[src/common/mouse_pkg.sv]
////////////////////////////////////////
// Widths, command format and state encodings shared by the design
// GPIO_W fixes the 4-byte payload of a command, so it is not a parameter
////////////////////////////////////////

package mouse_pkg;

    // Board and register bus widths
    localparam int unsigned GPIO_W     = 32;
    localparam int unsigned BOARD_IO_W = 42;
    localparam int unsigned ADDR_W     = 2;

    // Response byte sent after every write
    localparam logic [7:0] ACK_BYTE = 8'h06;

    // Opcode, bit 7 of the command byte
    typedef enum logic {
        OP_READ  = 1'b0,
        OP_WRITE = 1'b1
    } cmd_op_e;

    // Register map, bits 1..0 of the command byte
    typedef enum logic [ADDR_W-1:0] {
        REG_OUT  = 2'd0,
        REG_OE   = 2'd1,
        REG_IN   = 2'd2,   // read only
        REG_NONE = 2'd3    // unmapped, reads as 0
    } gpio_reg_e;

    // Command bridge FSM
    typedef enum logic [1:0] {
        ST_CMD,
        ST_DATA,
        ST_BUS,
        ST_SEND
    } bridge_state_e;

    // Shared by receiver and transmitter
    typedef enum logic [1:0] {
        IDLE,
        START,
        DATA,
        STOP
    } uart_state_e;

endpackage

[src/common/mouse_bus_if.sv]
////////////////////////////////////////
// Register bus, single-cycle req strobe without back-pressure
// Read data returns with rvalid exactly one cycle after req
////////////////////////////////////////
`timescale 1ns/1ps

interface mouse_bus_if;
    import mouse_pkg::*;

    // Request side
    logic              req;
    logic              wen;
    logic [ADDR_W-1:0] addr;
    logic [GPIO_W-1:0] wdata;
    // Response side
    logic [GPIO_W-1:0] rdata;
    logic              rvalid;

    // Command bridge
    modport master (output req, wen, addr, wdata, input rdata, rvalid);

    // Register block
    modport slave (input req, wen, addr, wdata, output rdata, rvalid);

endinterface

[src/uart/uart_rx.sv]
////////////////////////////////////////
// UART receiver, 8N1, BAUD_DIV clocks per bit
// Frames with a low stop bit are dropped without notice
////////////////////////////////////////
`timescale 1ns/1ps

module uart_rx #(
    parameter int unsigned BAUD_DIV = 868
)(
    input  logic       clk,
    input  logic       rst_n,
    input  logic       rxd,
    output logic       rx_valid,
    output logic [7:0] rx_data
);
    import mouse_pkg::*;

    localparam int unsigned CNT_W = $clog2(BAUD_DIV + 1);

    uart_state_e      state;
    logic [CNT_W-1:0] cnt;
    logic [2:0]       bit_idx;
    logic [7:0]       shift;
    // Two sync flops plus one for edge detect
    logic [2:0]       rxd_sync;
    logic             rxd_s;
    logic             fall;

    assign rxd_s   = rxd_sync[1];
    assign fall    = rxd_sync[2] & ~rxd_sync[1];
    assign rx_data = shift;

    always_ff @(posedge clk or negedge rst_n) begin
        if (!rst_n) begin
            rxd_sync <= 3'b111;
            state    <= IDLE;
            cnt      <= '0;
            bit_idx  <= '0;
            rx_valid <= 1'b0;
        end else begin
            rxd_sync <= {rxd_sync[1:0], rxd};
            rx_valid <= 1'b0;
            if (cnt != '0) begin
                cnt <= cnt - 1'b1;
            end
            case (state)
                IDLE: begin
                    // Half a bit to reach the middle of the start bit
                    if (fall) begin
                        state <= START;
                        cnt   <= CNT_W'(BAUD_DIV / 2 - 1);
                    end
                end
                START: begin
                    if (cnt == '0) begin
                        // Glitch if the line is high again
                        state   <= rxd_s ? IDLE : DATA;
                        cnt     <= CNT_W'(BAUD_DIV - 1);
                        bit_idx <= '0;
                    end
                end
                DATA: begin
                    if (cnt == '0) begin
                        cnt     <= CNT_W'(BAUD_DIV - 1);
                        bit_idx <= bit_idx + 1'b1;
                        if (bit_idx == 3'd7) begin
                            state <= STOP;
                        end
                    end
                end
                STOP: begin
                    // Mid stop bit, strobe only on a valid frame
                    if (cnt == '0) begin
                        state    <= IDLE;
                        rx_valid <= rxd_s;
                    end
                end
                default: state <= IDLE;
            endcase
        end
    end

    // LSB arrives first
    always_ff @(posedge clk) begin
        if (state == DATA && cnt == '0) begin
            shift <= {rxd_s, shift[7:1]};
        end
    end

endmodule

[src/uart/uart_tx.sv]
////////////////////////////////////////
// UART transmitter, 8N1, BAUD_DIV clocks per bit
// tx_start is only honoured while tx_busy is low
////////////////////////////////////////
`timescale 1ns/1ps

module uart_tx #(
    parameter int unsigned BAUD_DIV = 868
)(
    input  logic       clk,
    input  logic       rst_n,
    input  logic       tx_start,
    input  logic [7:0] tx_data,
    output logic       txd,
    output logic       tx_busy
);
    import mouse_pkg::*;

    localparam int unsigned CNT_W = $clog2(BAUD_DIV + 1);

    uart_state_e      state;
    logic [CNT_W-1:0] cnt;
    logic [2:0]       bit_idx;
    logic [7:0]       shift;

    // Busy from the cycle after the start strobe
    assign tx_busy = (state != IDLE);

    always_ff @(posedge clk or negedge rst_n) begin
        if (!rst_n) begin
            state   <= IDLE;
            cnt     <= '0;
            bit_idx <= '0;
            txd     <= 1'b1;
        end else if (state == IDLE) begin
            if (tx_start) begin
                state <= START;
                cnt   <= CNT_W'(BAUD_DIV - 1);
                txd   <= 1'b0;
            end
        end else if (cnt != '0) begin
            cnt <= cnt - 1'b1;
        end else begin
            // Bit period done
            cnt <= CNT_W'(BAUD_DIV - 1);
            case (state)
                START: begin
                    state   <= DATA;
                    bit_idx <= '0;
                    txd     <= shift[0];
                end
                DATA: begin
                    bit_idx <= bit_idx + 1'b1;
                    if (bit_idx == 3'd7) begin
                        state <= STOP;
                        txd   <= 1'b1;
                    end else begin
                        txd <= shift[bit_idx + 1'b1];
                    end
                end
                default: state <= IDLE;
            endcase
        end
    end

    // Byte held for the whole frame
    always_ff @(posedge clk) begin
        if (state == IDLE && tx_start) begin
            shift <= tx_data;
        end
    end

endmodule

[src/rtl/cmd_bridge.sv]
////////////////////////////////////////
// Byte command parser driving the register bus
// Bytes received during ST_BUS or ST_SEND are dropped
////////////////////////////////////////
`timescale 1ns/1ps

module cmd_bridge (
    input  logic        clk,
    input  logic        rst_n,
    input  logic        rx_valid,
    input  logic [7:0]  rx_data,
    output logic        tx_start,
    output logic [7:0]  tx_data,
    input  logic        tx_busy,
    mouse_bus_if.master bus
);
    import mouse_pkg::*;

    // Index of the last payload byte
    localparam logic [1:0] LAST = 2'(GPIO_W / 8 - 1);

    bridge_state_e     state;
    cmd_op_e           op;
    logic [ADDR_W-1:0] addr;
    logic [GPIO_W-1:0] word;
    logic [1:0]        cnt;
    logic              last_byte;

    // Write answers with one ACK, read with the whole word
    assign last_byte = (op == OP_WRITE) || (cnt == LAST);

    // Transmitter fed whenever it is idle
    assign tx_start = (state == ST_SEND) && !tx_busy;
    assign tx_data  = (op == OP_WRITE) ? ACK_BYTE : word[7:0];

    // Bus request fields
    assign bus.wen   = (op == OP_WRITE);
    assign bus.addr  = addr;
    assign bus.wdata = word;

    ////////////////////////////////////////
    // Control FSM
    ////////////////////////////////////////

    always_ff @(posedge clk or negedge rst_n) begin
        if (!rst_n) begin
            state   <= ST_CMD;
            op      <= OP_READ;
            addr    <= '0;
            cnt     <= '0;
            bus.req <= 1'b0;
        end else begin
            bus.req <= 1'b0;
            case (state)
                ST_CMD: begin
                    if (rx_valid) begin
                        op   <= cmd_op_e'(rx_data[7]);
                        addr <= rx_data[ADDR_W-1:0];
                        cnt  <= '0;
                        if (rx_data[7]) begin
                            state <= ST_DATA;
                        end else begin
                            // Read goes straight to the bus
                            state   <= ST_BUS;
                            bus.req <= 1'b1;
                        end
                    end
                end
                ST_DATA: begin
                    if (rx_valid) begin
                        cnt <= cnt + 1'b1;
                        if (cnt == LAST) begin
                            state   <= ST_BUS;
                            bus.req <= 1'b1;
                        end
                    end
                end
                ST_BUS: begin
                    // Write done on the req edge, read waits for rvalid
                    if (op == OP_WRITE || bus.rvalid) begin
                        state <= ST_SEND;
                    end
                end
                default: begin
                    if (tx_start) begin
                        if (last_byte) begin
                            state <= ST_CMD;
                        end else begin
                            cnt <= cnt + 1'b1;
                        end
                    end
                end
            endcase
        end
    end

    ////////////////////////////////////////
    // Data word
    ////////////////////////////////////////

    always_ff @(posedge clk) begin
        if (state == ST_DATA && rx_valid) begin
            // LSB first
            word <= {rx_data, word[GPIO_W-1:8]};
        end else if (state == ST_BUS && bus.rvalid) begin
            word <= bus.rdata;
        end else if (tx_start) begin
            word <= word >> 8;
        end
    end

endmodule

[src/rtl/gpio_regs.sv]
////////////////////////////////////////
// GPIO output, enable and input registers
// Pin inputs reach REG_IN two cycles after they change
////////////////////////////////////////
`timescale 1ns/1ps

module gpio_regs (
    input  logic                      clk,
    input  logic                      rst_n,
    mouse_bus_if.slave                bus,
    input  logic [mouse_pkg::GPIO_W-1:0] gpio_i,
    output logic [mouse_pkg::GPIO_W-1:0] gpio_o,
    output logic [mouse_pkg::GPIO_W-1:0] gpio_e
);
    import mouse_pkg::*;

    logic [GPIO_W-1:0] in_meta;
    logic [GPIO_W-1:0] in_sync;
    logic [GPIO_W-1:0] rd_mux;

    // Register writes, REG_IN and unmapped ignored
    always_ff @(posedge clk or negedge rst_n) begin
        if (!rst_n) begin
            gpio_o     <= '0;
            gpio_e     <= '0;
            bus.rvalid <= 1'b0;
        end else begin
            bus.rvalid <= bus.req & ~bus.wen;
            if (bus.req && bus.wen) begin
                case (gpio_reg_e'(bus.addr))
                    REG_OUT: gpio_o <= bus.wdata;
                    REG_OE:  gpio_e <= bus.wdata;
                    default: ;
                endcase
            end
        end
    end

    // Pin input synchronizer
    always_ff @(posedge clk) begin
        in_meta <= gpio_i;
        in_sync <= in_meta;
    end

    // Read mux
    always_comb begin
        case (gpio_reg_e'(bus.addr))
            REG_OUT:  rd_mux = gpio_o;
            REG_OE:   rd_mux = gpio_e;
            REG_IN:   rd_mux = in_sync;
            REG_NONE: rd_mux = '0;
            default:  rd_mux = '0;
        endcase
    end

    // Data one cycle after req
    always_ff @(posedge clk) begin
        if (bus.req && !bus.wen) begin
            bus.rdata <= rd_mux;
        end
    end

endmodule

[src/rtl/mouse_soc_top.sv]
////////////////////////////////////////
// System top, UART command bridge and GPIO registers
////////////////////////////////////////
`timescale 1ns/1ps

module mouse_soc_top #(
    parameter int unsigned BAUD_DIV = 868
)(
    input  logic                         clk,
    input  logic                         rst_n,
    output logic [mouse_pkg::GPIO_W-1:0] gpio_o,
    output logic [mouse_pkg::GPIO_W-1:0] gpio_e,
    input  logic [mouse_pkg::GPIO_W-1:0] gpio_i,
    output logic                         uart_txd,
    input  logic                         uart_rxd
);

    // UART byte streams
    logic       rx_valid;
    logic [7:0] rx_data;
    logic       tx_start;
    logic [7:0] tx_data;
    logic       tx_busy;

    // Bridge to GPIO register bus
    mouse_bus_if bus ();

    uart_rx #(
        .BAUD_DIV (BAUD_DIV)
    ) u_rx (
        .clk      (clk),
        .rst_n    (rst_n),
        .rxd      (uart_rxd),
        .rx_valid (rx_valid),
        .rx_data  (rx_data)
    );

    uart_tx #(
        .BAUD_DIV (BAUD_DIV)
    ) u_tx (
        .clk      (clk),
        .rst_n    (rst_n),
        .tx_start (tx_start),
        .tx_data  (tx_data),
        .txd      (uart_txd),
        .tx_busy  (tx_busy)
    );

    cmd_bridge u_bridge (
        .clk      (clk),
        .rst_n    (rst_n),
        .rx_valid (rx_valid),
        .rx_data  (rx_data),
        .tx_start (tx_start),
        .tx_data  (tx_data),
        .tx_busy  (tx_busy),
        .bus      (bus.master)
    );

    gpio_regs u_gpio (
        .clk    (clk),
        .rst_n  (rst_n),
        .bus    (bus.slave),
        .gpio_i (gpio_i),
        .gpio_o (gpio_o),
        .gpio_e (gpio_e)
    );

endmodule

[config.mk]
export PLATFORM = sky130hd
export DESIGN_NAME = mouse_soc_top
export DESIGN_NICKNAME = d
export VERILOG_FILES = /design/src/common/mouse_pkg.sv /design/src/common/mouse_bus_if.sv /design/src/uart/uart_rx.sv /design/src/uart/uart_tx.sv /design/src/rtl/cmd_bridge.sv /design/src/rtl/gpio_regs.sv /design/src/rtl/mouse_soc_top.sv
export SDC_FILE = /design/constraint.sdc
export NUM_CORES = 1
export LEC_CHECK = 0
export ABC_AREA = 1
export BUFFER_PORTS_ARGS = -buffer_cell sky130_fd_sc_hd__buf_4
export CORE_MARGIN = 4
export CORE_UTILIZATION = 63
export CTS_CLUSTER_SIZE = 20
export DETAILED_ROUTE_END_ITERATION = 12
export GPL_TIMING_DRIVEN = 0
export PLACE_DENSITY = 0.84
export RECOVER_POWER = 25
export SYNTH_ARGS = -nofsm -noshare
export SYNTH_HDL_FRONTEND = slang
export SYNTH_SLANG_ARGS = --single-unit
[constraint.sdc]
create_clock -name clk -period 5.7 [get_ports clk]
set_input_delay 0.285 -clock clk [delete_from_list [all_inputs] [get_ports clk]]
set_output_delay 0.285 -clock clk [all_outputs]
set_load 0.01 [all_outputs]
==> flow_summary_export.csv, run 1 <==
group,metric,value,unit
route,num_vias,7480,
min_path,hold_path.class,"flop to flop",
setup_path,start_kind,"input pin",
grt,overflow,0,
setup_path,critPathRequiredTime,5.71,ns
route,wl_per_cell,18.8,µm
clock_network,postCtsSetupBuffers,0,
die,initial_core_util,65.2,%
grt,grt-busiest-layer,"met2",
sta,rsz0062_at_grt,"no",
route,dr.pass1.iters,6,
power,pwr-share-clk,34.9,%
grt,grt_use_met2,48.8,%
sta,worst_pin_slew,2.82,ns
die,die_h,132,µm
power,power.density,389,nW/µm²
route,drc,0,
synthesis,synthCells,936,
sta,finalHoldViolCount,0,
setup_path,arrival,2.84,ns
grt,grt_max_degree,109,
synthesis,synth_seq_cells,252,
synthesis,synth-main-ff-cell,"dfrtp_1",
synthesis,syn_nets,991,
clock_network,clk_pin_slew,0.06,ns
finish,drive_gt1_share,15.0,%
route,wirelength,24500,µm
sta,period_minus_slack,2.83,ns
die,num_rows,44,
route,routed_via_density,5.75,
finish,stdcell_count,1301,
clock_network,cts.sinks,252,
synthesis,ys.warnings.count,0,
placed_design,dp_hpwl,14900,µm
setup_path,critPathBufInv,2,
finish,syn2layout_area_growth,22.6,%
setup_path,critical_path_class,"input pin to asynchronous set/reset pin",
power,p_switching,1.34,mW
sta,slew_viol_final,49,
power,total_power,4.59,mW
power,vdd_drop_max,0.311,mV
sta,finalCritPeriodShare,49.6,%
sta,hold_ws,0.325,ns
placed_design,place_inst,1220,
clock_network,clock-root-buffer,"clkbuf_16",
die,ios,100,
die,fp.coreArea,14800,µm²
sta,setup_viol,0,
finish,diodes,0,
route,detail-route-antenna-nets,0,
power,power_frac_comb,19.2,%
grt,met3_usage,5.16,%
clock_network,clockBufferDepth,3,
setup_path,crit_path_max_fanout,49,
placed_design,port-buffer-count,99,
setup_path,crit_chain,"dlygate4sd3_1 -> clkbuf_1",
setup_path,endpoint_kind,"asynchronous set/reset pin",
clock_network,clkLatencyLatePin,0.52,ns
grt,use_met1,36.1,%
power,seq_power_share,45.9,%
grt,grtUsageTotal,28.1,%
synthesis,syn-cell-area,9630,µm²
outcome,status,"finished, violations left",
setup_path,cpPeakStageDelay,1.98,ns
grt,grt_pass1_vias,7635,
grt,grt_pass1_wl,39500,µm
sta,setup_tns,0,ns
power,p_int,3.25,mW
route,drt_iter0_markers,810,
power,p_leak,5.46,nW
synthesis,synth_enable_flop_cells,80,
finish,fin_util,80.0,%
clock_network,numCtsBuffers,25,
outcome,violations,"max-capacitance violations, max-slew violations",
clock_network,cts_tree,"yes",
clock_network,h-tree-depth,1,
grt,antenna_found_initial,0,
setup_path,crit_family,"buffers and inverters",
finish,mostFrequentLayoutCell,"nand2_1",
setup_path,critPathSlowestCell,"clkbuf_1",
flow_run,cap_violations,1,
synthesis,synth_cell_type_count,37,
finish,nets,1153,
sta,skew,0.00746,ns
placed_design,gp_congestion,0.884,
sta,slew_headroom,-87.8,%
power,sw_frac_of_total,29.2,%
synthesis,syn_avg_cell_area,10.3,µm²
sta,max_freq,353,MHz
synthesis,synth-async-reset-ratio,42.9,%
synthesis,ys_seq_area_share,66.4,%
die,die_x,132,µm
die,die_area,17300,µm²
finish,mostFrequentLayoutCells,"nand2_1 (230), dfrtp_1 (104), inv_1 (88), o21ai_0 (88), edfxtp_1 (80)",
-- logic make-up (layout without fill, tap and decap cells) --
logic type | count (synthesis) | in the layout | synth area share [%]
AO/OA/AOI/OAI | 151 | 151 | 8.19
XOR/XNOR | 6 | 6 | 0.546
adder cells (fa/ha/maj) | 20 | 20 | 2.60
buffers and inverters | 119 | 300 | 4.86
flip-flops | 252 | 252 | 66.4
AND/OR/NAND/NOR | 388 | 388 | 17.4
-- power groups by stage --
stage	clock [mW]	sequential [mW]	combinational, mW
floorplan	0	2.12	0.631
global placement	0	2.13	0.802
detailed placement	0	2.14	0.839
CTS	1.61	2.11	0.874
global route	1.69	2.12	1.00
finish	1.61	2.11	0.881
-- registers in the layout (all words and copies together) (netlist names), 2 cells and up, named ones only --
name and count:
u_bridge.bus.wdata 32, u_gpio.bus.rdata 32, u_gpio.gpio_e 32, u_gpio.gpio_o 32, u_gpio.in_meta 32, u_gpio.in_sync 32
u_rx.cnt 10, u_tx.cnt 10, u_rx.rx_data 8, u_tx.shift 8, u_rx.bit_idx 3, u_rx.rxd_sync 3
u_tx.bit_idx 3, u_bridge.bus.addr 2, u_bridge.cnt 2, u_bridge.state 2, u_tx.state 2
-- Yosys cell counts (all sizes together) (2+ instances only) --
cell    instances  area [µm²]
o211ai          2        15.0
a21oi          35         175
nand3          66         343
a21boi          2        15.0
nand2         237         917
o22ai           6        37.5
clkbuf         21        78.8
o21bai          2        15.0
nor3            5        25.0
dfxtp          64        1280
o21ai         100         500
o31ai           2        15.0
ha             20         250
edfxtp         80        2400
nor2           71         332
inv            89         339
xor2            5        43.8
buf             9        50.0
nand4           5        31.3
dfrtp         104        2600
dfstp           4         105
-- stage by stage --
step	instance area [µm²]	setup WS, ns
4_1_cts	11800	3.42
2_1_floorplan	9630	3.36
3_3_place_gp	10600	2.56
5_1_grt	11800	2.27
3_5_place_dp	10600	3.47
6_report	11800	2.87
-- repair_timing --
item / 4_1_cts / 5_1_grt
gates resized for setup: 0 / 0
hold buffers: 33 / 1
endpoints found under the hold margin: 33 / 47
-- per-layer routing --
metal	share of wire, %	vias to the layer above
met5	0	-
met4	2.9	0
met3	9.1	57
met2	51	441
met1	37	3585
li1	-	3397
-- worst paths after layout --
check / slack [ns] / endpoint / startpoint / cells past startpoint
setup reg to reg: 3.41 / u_bridge.bus.wdata[19]$_DFFE_PP_ / u_bridge.state[1]$_DFFE_PN0P_ / 5
hold / removal: 0.32 / u_gpio.in_sync[29]$_DFF_P_ / u_gpio.in_meta[29]$_DFF_P_ / 0
max in group clk: 3.41 / u_bridge.bus.wdata[19]$_DFFE_PP_ / u_bridge.state[1]$_DFFE_PN0P_ / 5
hold reg to reg: 0.32 / u_gpio.in_sync[29]$_DFF_P_ / u_gpio.in_meta[29]$_DFF_P_ / 0
setup / recovery: 2.87 / u_gpio.gpio_o[13]$_DFFE_PN0P_ / rst_n / 2
min in group asynchronous: 1.22 / u_tx.cnt[3]$_DFFE_PN0P_ / rst_n / 2
-- layout make-up --
type	count	area, µm²
buffer	30	128
tap	184	230
inverter	89	339
multi-input combinational	565	2780
fill	850	2960
clock inverter	8	103
clock buffer	38	694
timing repair buffer	135	1130
sequential	252	6390
(Power assumes the default switching activity.)
==> inputs of run 2 (changes only) <==
--- a/config.mk
+++ b/config.mk
@@ -5,14 +5,14 @@
 export SDC_FILE = /design/constraint.sdc
 export NUM_CORES = 1
 export LEC_CHECK = 0
-export ABC_AREA = 1
+export ABC_AREA = 0
 export BUFFER_PORTS_ARGS = -buffer_cell sky130_fd_sc_hd__buf_4
 export CORE_MARGIN = 4
-export CORE_UTILIZATION = 63
+export CORE_UTILIZATION = 58
 export CTS_CLUSTER_SIZE = 20
 export DETAILED_ROUTE_END_ITERATION = 12
 export GPL_TIMING_DRIVEN = 0
-export PLACE_DENSITY = 0.84
+export PLACE_DENSITY = 0.78
 export RECOVER_POWER = 25
 export SYNTH_ARGS = -nofsm -noshare
 export SYNTH_HDL_FRONTEND = slang
==> constraint.sdc (replaced) <==
create_clock -name clk -period 2.8 [get_ports clk]
set_input_delay 0.14 -clock clk [delete_from_list [all_inputs] [get_ports clk]]
set_output_delay 0.14 -clock clk [all_outputs]
set_load 0.01 [all_outputs]
==> run 2 against run 1 <==
Compared with the run above:
- the run now ends clean
- synthesized cell count fell by 26%
- sequential share of layout area fell by 0.75 points
- power rose by 110%
- register-to-register slack got worse by 3.2 ns
==> flow_summary_export.csv, run 2 <==
group,metric,value,unit
grt,grtUsageTotal,23.4,%
power,p_leak,5.17,nW
placed_design,place_ws,0.0313,ns
setup_path,start_kind,"flop",
sta,skew,0.00851,ns
sta,slew_headroom,4.57,%
grt,grt_pass1_wl,34300,µm
setup_path,r2r.worst_path.cells,8,
route,wirelength,21700,µm
setup_path,crit_family,"buffers and inverters",
grt,grt_max_degree,109,
sta,finalCritPeriodShare,92.5,%
synthesis,synth_commonest_cells,"dfrtp_1 (104), mux2_2 (95), edfxtp_1 (80)",
clock_network,cts.sinks,252,
power,seq_power_share,46.2,%
sta,setup_viol,0,
power,p_int,6.89,mW
die,die_h,137,µm
synthesis,yosysTopAreaCell,"dfrtp_1",
route,wl_per_cell,19.8,µm
die,initial_core_util,60.1,%
setup_path,crit_path_max_fanout,10,
finish,fin_util,74.2,%
finish,mostFrequentLayoutCells,"dfrtp_1 (104), mux2_2 (95), edfxtp_1 (80)",
placed_design,gp_congestion,0.810,
die,fp.coreArea,16100,µm²
sta,finalHoldViolCount,0,
synthesis,synth_seq_cells,252,
setup_path,r2r_end,"u_tx.state[1]$_DFFE_PN0P_",
synthesis,synth-async-reset-ratio,42.9,%
finish,mostFrequentLayoutCell,"dfrtp_1",
route,drc,0,
die,die_area,18800,µm²
route,num_vias,6245,
synthesis,synth_top_area_share,26.8,%
power,total_power,9.48,mW
setup_path,crit_start,"u_tx.state[0]$_DFFE_PN0P_",
synthesis,syn_nets,748,
synthesis,synth-main-ff-cell,"dfrtp_1",
die,num_rows,46,
grt,antenna_found_initial,0,
setup_path,crit_end,"u_tx.state[1]$_DFFE_PN0P_",
synthesis,syn-cell-area,9690,µm²
synthesis,synth_cell_type_count,60,
sta,slew_viol_final,0,
setup_path,critical_path_class,"flop to flop",
setup_path,critPathSlowestCell,"dfrtp_1",
route,routed_via_density,5.70,
setup_path,crit_chain,"inv_1 -> ha_1 -> clkbuf_1 -> nand2_1 -> inv_1 -> a31oi_1 -> a21oi_1 -> mux2_2",
min_path,hold_depth,2,
outcome,status,"completed",
sta,hold_ws,0.290,ns
min_path,hold_path.class,"input pin to flop",
setup_path,cpPeakStageDelay,0.41,ns
setup_path,arrival,2.99,ns
setup_path,critPathBufInv,3,
power,pwr-share-clk,36.1,%
setup_path,r2r-start,"u_tx.state[0]$_DFFE_PN0P_",
finish,drive_gt1_share,29.8,%
power,power_frac_comb,17.8,%
sta,setup_tns,0,ns
synthesis,synth_area_leaders,"dfrtp_1 (27%), edfxtp_1 (25%), dfxtp_1 (13%), mux2_2 (11%), mux2i_1 (3.7%)",
clock_network,clk_pin_slew,0.06,ns
power,p_switching,2.59,mW
finish,syn2layout_area_growth,23.4,%
die,ios,100,
finish,fillers,1010,
power,vdd_drop_max,0.495,mV
power,power.density,792,nW/µm²
sta,period_minus_slack,2.59,ns
clock_network,h-tree-depth,1,
sta,max_freq,386,MHz
grt,overflow,0,
synthesis,syn_avg_cell_area,14.0,µm²
clock_network,clock-root-buffer,"clkbuf_16",
setup_path,critPathRequiredTime,3.20,ns
finish,nets,914,
flow_run,cap_violations,0,
route,drt_iter0_markers,358,
clock_network,clockBufferDepth,3,
route,dr.pass1.iters,7,
clock_network,clkLatencyLatePin,0.51,ns
sta,rsz0062_at_grt,"no",
synthesis,ys.warnings.count,0,
synthesis,synthCells,693,
setup_path,endpoint_kind,"flop",
grt,grt_pass1_vias,6437,
placed_design,port-buffer-count,99,
sta,worst_pin_slew,1.43,ns
clock_network,cts_tree,"yes",
setup_path,worstSetupPathDepth,8,
synthesis,synth_most_common_cell,"dfrtp_1",
route,detail-route-antenna-nets,0,
die,die_x,137,µm
sta,fin_ws,0.209,ns
synthesis,synth_enable_flop_cells,80,
setup_path,regToRegSetupSlack,0.21,ns
clock_network,numCtsBuffers,25,
power,sw_frac_of_total,27.3,%
setup_path,cpMostUsedCell,"inv_1",
synthesis,ys_seq_area_share,65.9,%
placed_design,dp_hpwl,14200,µm
-- run 2: cell types whose count changed after synthesis, moves of 7 or more --
cell | previous run | this run
a21oi_1 | 35 | 11
a22o_1 | 0 | 8
inv_1 | 88 | 14
mux2_2 | 0 | 95
mux2i_1 | 0 | 36
nand2_1 | 230 | 54
nand3_1 | 65 | 6
nor2_1 | 60 | 16
nor2_2 | 7 | 0
nor2b_1 | 0 | 13
o21ai_0 | 88 | 51
o21ai_1 | 12 | 0
-- run 2: power by group through the flow --
| stage | registers, mW | logic, mW | clock network (mW) |
|---|---|---|---|
| 2_1_floorplan | 4.36 | 1.23 | 0 |
| 3_3_place_gp | 4.41 | 1.51 | 0 |
| 3_5_place_dp | 4.44 | 1.62 | 0 |
| 4_1_cts | 4.37 | 1.67 | 3.45 |
| 5_1_grt | 4.41 | 1.88 | 3.63 |
| 6_report | 4.38 | 1.68 | 3.42 |
-- run 2: how the worst min path moves through the flow --
stage | startpoint | end | slack, ns
after floorplan | rst_n | asynchronous set/reset pin | -0.16
after global placement | gpio_i[19] | u_gpio.in_meta[19]$_DFF_P_ | 0.24
after detailed placement | gpio_i[21] | u_gpio.in_meta[21]$_DFF_P_ | 0.25
after CTS | rst_n | u_tx.state[0]$_DFFE_PN0P_ | 0.03
after global routing | gpio_i[28] | u_gpio.in_meta[28]$_DFF_P_ | 0.28
final | gpio_i[20] | u_gpio.in_meta[20]$_DFF_P_ | 0.29
-- run 2: cell type report --
type / instances / area (µm²) / share of cell area [%]
plain buffers: 30 / 128 / 1.07
clock buffers: 36 / 718 / 6.00
inverters: 15 / 56.3 / 0.471
diodes: 1 / 2.50 / 0.0209
well taps: 216 / 270 / 2.26
clock inverters: 10 / 130 / 1.09
multi-input cells: 396 / 3130 / 26.2
repair buffers: 139 / 1140 / 9.53
flip-flops and latches: 252 / 6390 / 53.4
-- run 2: metrics by stage --
stage,std cells,area [µm²]
detailed placement,1010,10700
global route,1094,12000
CTS,1089,11900
finish,1095,12000
floorplan,693,9690
global placement,1008,10700
-- run 2: kinds of logic (layout without fill, tap and decap cells) --
logic type      Yosys count  in the layout  synth area share (%)
mux                     133            133                  15.2
simple gates            141            141                  7.81
other cells               0              1                     0
fa+ha+maj                20             20                  2.58
xor+xnor                  6              6                 0.542
buf+inv                  45            230                  1.88
flops                   252            252                  65.9
compound gates           96             96                  6.03
-- run 2: worst register-to-register path: stages, from the launching register on --
cell      delay [ns]
dfrtp_1         0.41
inv_1           0.10
ha_1            0.18
clkbuf_1        0.37
nand2_1         0.20
inv_1           0.34
a31oi_1         0.22
a21oi_1         0.31
mux2_2          0.36
-- run 2: timing repair --
item / 4_1_cts / 5_1_grt
hold buffers: 33 / 2
buffers inserted: 0 / 2
setup endpoints to repair: 0 / 21
endpoints found under the hold margin: 33 / 104
gates resized for setup: 0 / 3
-- run 2: metal layers --
layer / share of wire (%) / vias up / routed length, µm / GRT usage [%]
met5: 0 / - / 0 / 0
met4: 1.7 / 0 / 379 / 5.65
met3: 6.3 / 31 / 1360 / 4.64
met2: 52 / 210 / 11300 / 41.0
met1: 40 / 3162 / 8660 / 30.2
li1: - / 2842 / - / -
==> inputs of run 3 (changes only) <==
--- a/config.mk
+++ b/config.mk
@@ -8,12 +8,13 @@
 export ABC_AREA = 0
 export BUFFER_PORTS_ARGS = -buffer_cell sky130_fd_sc_hd__buf_4
 export CORE_MARGIN = 4
-export CORE_UTILIZATION = 58
+export CORE_UTILIZATION = 59
 export CTS_CLUSTER_SIZE = 20
 export DETAILED_ROUTE_END_ITERATION = 12
 export GPL_TIMING_DRIVEN = 0
-export PLACE_DENSITY = 0.78
+export PLACE_DENSITY = 0.79
 export RECOVER_POWER = 25
 export SYNTH_ARGS = -nofsm -noshare
 export SYNTH_HDL_FRONTEND = slang
+export SYNTH_HIERARCHICAL = 1
 export SYNTH_SLANG_ARGS = --single-unit
==> run 3 against run 2 <==
Compared with the run above:
- first-iteration DRC count increased by 4.5%
- clock skew about the same
- register-to-register slack hardly changed
- die area grew 1.6%
- final cell count down 2.2%
- cell area grew 1.8%
- critical path depth is 2 higher
- setup slack got worse by 0.0053 ns
- flip-flop and latch count unchanged
- highest routed layer unchanged
- sequential power rose by 2%
- synthesized area rose by 3.4%
==> flow_summary_export.csv, run 3 <==
group,metric,value,unit
finish,mostFrequentLayoutCell,"dfrtp_1",
setup_path,start_kind,"flop",
sta,setup_viol,0,
setup_path,r2r-start,"u_tx/state[0]$_DFFE_PN0P_",
synthesis,synth-compound-area-share,8.51,%
synthesis,synth_fa_ha_area_share,2.62,%
sta,finalHoldViolCount,0,
route,dr.pass1.iters,5,
synthesis,synth_most_common_cell,"dfrtp_1",
synthesis,synthCells,671,
synthesis,synthXorXnorAreaFrac,0.175,%
setup_path,crit_end,"u_tx/state[1]$_DFFE_PN0P_",
outcome,status,"completed",
setup_path,worstSetupPathDepth,10,
synthesis,ys.warnings.count,6,
route,wl_met3,1110,µm
clock_network,clkLatencyLatePin,0.51,ns
setup_path,crit_start,"u_tx/state[0]$_DFFE_PN0P_",
synthesis,syn_nets,727,
route,wl_met1,8990,µm
synthesis,synth_area_leaders,"dfrtp_1 (26%), edfxtp_1 (24%), dfxtp_1 (13%), mux2_2 (6.4%), mux2_4 (4.6%)",
synthesis,syn-cell-area,10000,µm²
synthesis,synth-main-ff-cell,"dfrtp_1",
power,p_leak,5.23,nW
power,power.density,776,nW/µm²
finish,diodes,0,
setup_path,r2r_end,"u_tx/state[1]$_DFFE_PN0P_",
route,routed.top_layer,"met4",
synthesis,synth_commonest_cells,"dfrtp_1 (104), edfxtp_1 (80), dfxtp_1 (64)",
setup_path,r2r.worst_path.cells,10,
route,wl_per_cell,20.2,µm
grt,grt_pass1_vias,6569,
setup_path,crit_chain,"inv_1 -> ha_1 -> clkbuf_1 -> inv_1 -> nor2b_1 -> buf_2 -> nand2_1 -> inv_1 -> a31oi_1 -> mux2_1",
finish,drive_gt1_share,31.3,%
sta,worst_pin_slew,1.41,ns
setup_path,critPathRequiredTime,3.18,ns
die,ios,100,
synthesis,synth-async-reset-ratio,42.9,%
placed_design,place_inst,991,
synthesis,synth_cell_type_count,66,
finish,mostFrequentLayoutCells,"dfrtp_1 (104), edfxtp_1 (80), buf_4 (65)",
setup_path,crit_family,"buffers and inverters",
route,detail-route-antenna-nets,0,
die,die_area,19100,µm²
setup_path,critPathBufInv,5,
min_path,hold_path.class,"input pin to asynchronous set/reset pin",
die,die_x,138,µm
grt,antenna_found_initial,0,
sta,slew_headroom,5.84,%
power,p_int,6.71,mW
route,wl_met2,11100,µm
clock_network,clock-root-buffer,"clkbuf_16",
clock_network,cts.sinks,252,
setup_path,crit_path_max_fanout,10,
die,die_h,138,µm
finish,syn2layout_area_growth,21.6,%
power,power_frac_comb,20.0,%
power,total_power,9.45,mW
power,vdd_drop_max,0.517,mV
setup_path,endpoint_kind,"flop",
setup_path,critPathSlowestCell,"dfrtp_1",
placed_design,dp_hpwl,14500,µm
power,pwr-share-clk,32.8,%
clock_network,h-tree-depth,1,
grt,grtUsageTotal,22.3,%
synthesis,syn_avg_cell_area,14.9,µm²
route,routed_via_density,5.82,
die,fp.coreArea,16600,µm²
clock_network,clk_pin_slew,0.06,ns
setup_path,regToRegSetupSlack,0.20,ns
sta,skew,0.00818,ns
die,initial_core_util,60.2,%
sta,slew_viol_final,0,
finish,nets,889,
synthesis,synth_seq_cells,252,
finish,multi_input_area,3340,µm²
setup_path,arrival,2.98,ns
clock_network,clockBufferDepth,3,
synthesis,synthSimpleGateAreaFrac,6.03,%
synthesis,synth_top_family_by_area,"multiplexers",
route,wirelength,21600,µm
route,drc,0,
synthesis,synth_top_area_share,26.0,%
finish,fillers,1064,
clock_network,numCtsBuffers,25,
finish,stdcell_count,1071,
grt,grt_pass1_wl,35100,µm
sta,finalCritPeriodShare,92.7,%
sta,fin_ws,0.204,ns
power,p_switching,2.74,mW
synthesis,ys_seq_area_share,63.8,%
synthesis,yosysTopAreaCell,"dfrtp_1",
sta,rsz0062_at_grt,"no",
power,sw_frac_of_total,29.0,%
flow_run,cap_violations,0,
placed_design,place_ws,-0.288,ns
sta,period_minus_slack,2.60,ns
placed_design,gp_congestion,0.802,
placed_design,port-buffer-count,99,
synthesis,synth_mux_area_share,15.9,%
grt,overflow,0,
clock_network,cts_tree,"yes",
setup_path,cpPeakStageDelay,0.41,ns
route,drt_iter0_markers,374,
grt,grt_max_degree,109,
route,num_vias,6236,
setup_path,cpMostUsedCell,"inv_1",
die,num_rows,47,
finish,final-seq-area,6390,µm²
setup_path,critical_path_class,"flop to flop",
power,seq_power_share,47.1,%
sta,max_freq,385,MHz
synthesis,synth_enable_flop_cells,80,
==> run 3: cell count changes in the layout (fill, tap and decap cells not counted), sizes merged, moves of 4 or more <==
cell,delta
nand2,-37
o2bb2ai,+34
o21ai,-32
clkbuf,-16
buf,+11
a21oi,+9
nor2b,-5
a211oi,+4
inv,+4
nand3,-4
o31ai,+4
==> run 3: layout make-up <==
type	instances	share of cell area (%)
Multi-Input combinational cell	369	27.4
Inverter	20	0.616
Timing Repair Buffer	135	9.12
Tap cell	220	2.26
Buffer	30	1.88
Clock buffer	34	5.58
Clock inverter	11	0.657
Sequential cell	252	52.4
==> run 3: logic make-up after synthesis <==
group	Yosys count
compound gates	118
simple gates	95
fa+ha+maj	21
mux	133
flops	252
xor+xnor	2
buf+inv	50
==> run 3: worst min-delay path by stage <==
stage / slack (ns) / endpoint / cells past startpoint
after floorplan: -0.16 / u_bridge/bus.addr[0]$_DFFE_PN0P_ / 0
after global placement: 0.24 / u_gpio/in_meta[22]$_DFF_P_ / 1
after detailed placement: 0.25 / u_gpio/in_meta[8]$_DFF_P_ / 1
after CTS: 0.02 / u_tx/bit_idx[1]$_DFFE_PN0P_ / 1
after global routing: 0.17 / u_tx/cnt[9]$_DFFE_PN0P_ / 2
final: 0.13 / u_tx/state[0]$_DFFE_PN0P_ / 2
==> run 3: per-stage QoR <==
| stage | hold slack, ns | TNS [ns] | instance area [µm²] | util, % |
|---|---|---|---|---|
| 6_report | 0.127 | 0 | 12200 | 73.2 |
| 5_1_grt | 0.174 | 0 | 12200 | 73.2 |
| 4_1_cts | 0.0217 | 0 | 12200 | 73.1 |
| 3_5_place_dp | 0.245 | -9.17 | 11100 | 66.6 |
| 3_3_place_gp | 0.245 | -20.44 | 11000 | 66.3 |
| 2_1_floorplan | -0.156 | 0 | 10000 | - |
==> run 3: power groups by stage <==
| stage | sequential (mW) | combinational [mW] | clock (mW) |
|---|---|---|---|
| after floorplan | 4.42 | 1.36 | 0 |
| after global placement | 4.48 | 1.69 | 0 |
| after detailed placement | 4.52 | 1.80 | 0 |
| after CTS | 4.45 | 1.87 | 3.17 |
| after global routing | 4.49 | 2.08 | 3.33 |
| final | 4.46 | 1.89 | 3.10 |
==> run 3: worst reg2reg max path, delay by kind of cell, from the launching register on <==
family	cells	cell delay, ns
fa+ha+maj	1	0.15
simple gates	2	0.26
flops	1	0.41
buf+inv	5	1.23
mux	1	0.34
compound gates	1	0.09
==> run 3: what timing repair did <==
action	4_1_cts	5_1_grt
buffers inserted	0	0
hold buffers	33	1
endpoints found under the hold margin	33	105
setup endpoints to repair	32	32
gates resized for setup	1	1
==> run 3: layer usage <==
layer,GRT usage [%],vias to the layer above
li1,-,2832
met4,4.99,0
met3,3.42,42
met2,39.6,221
met1,29.2,3141
met5,0,-
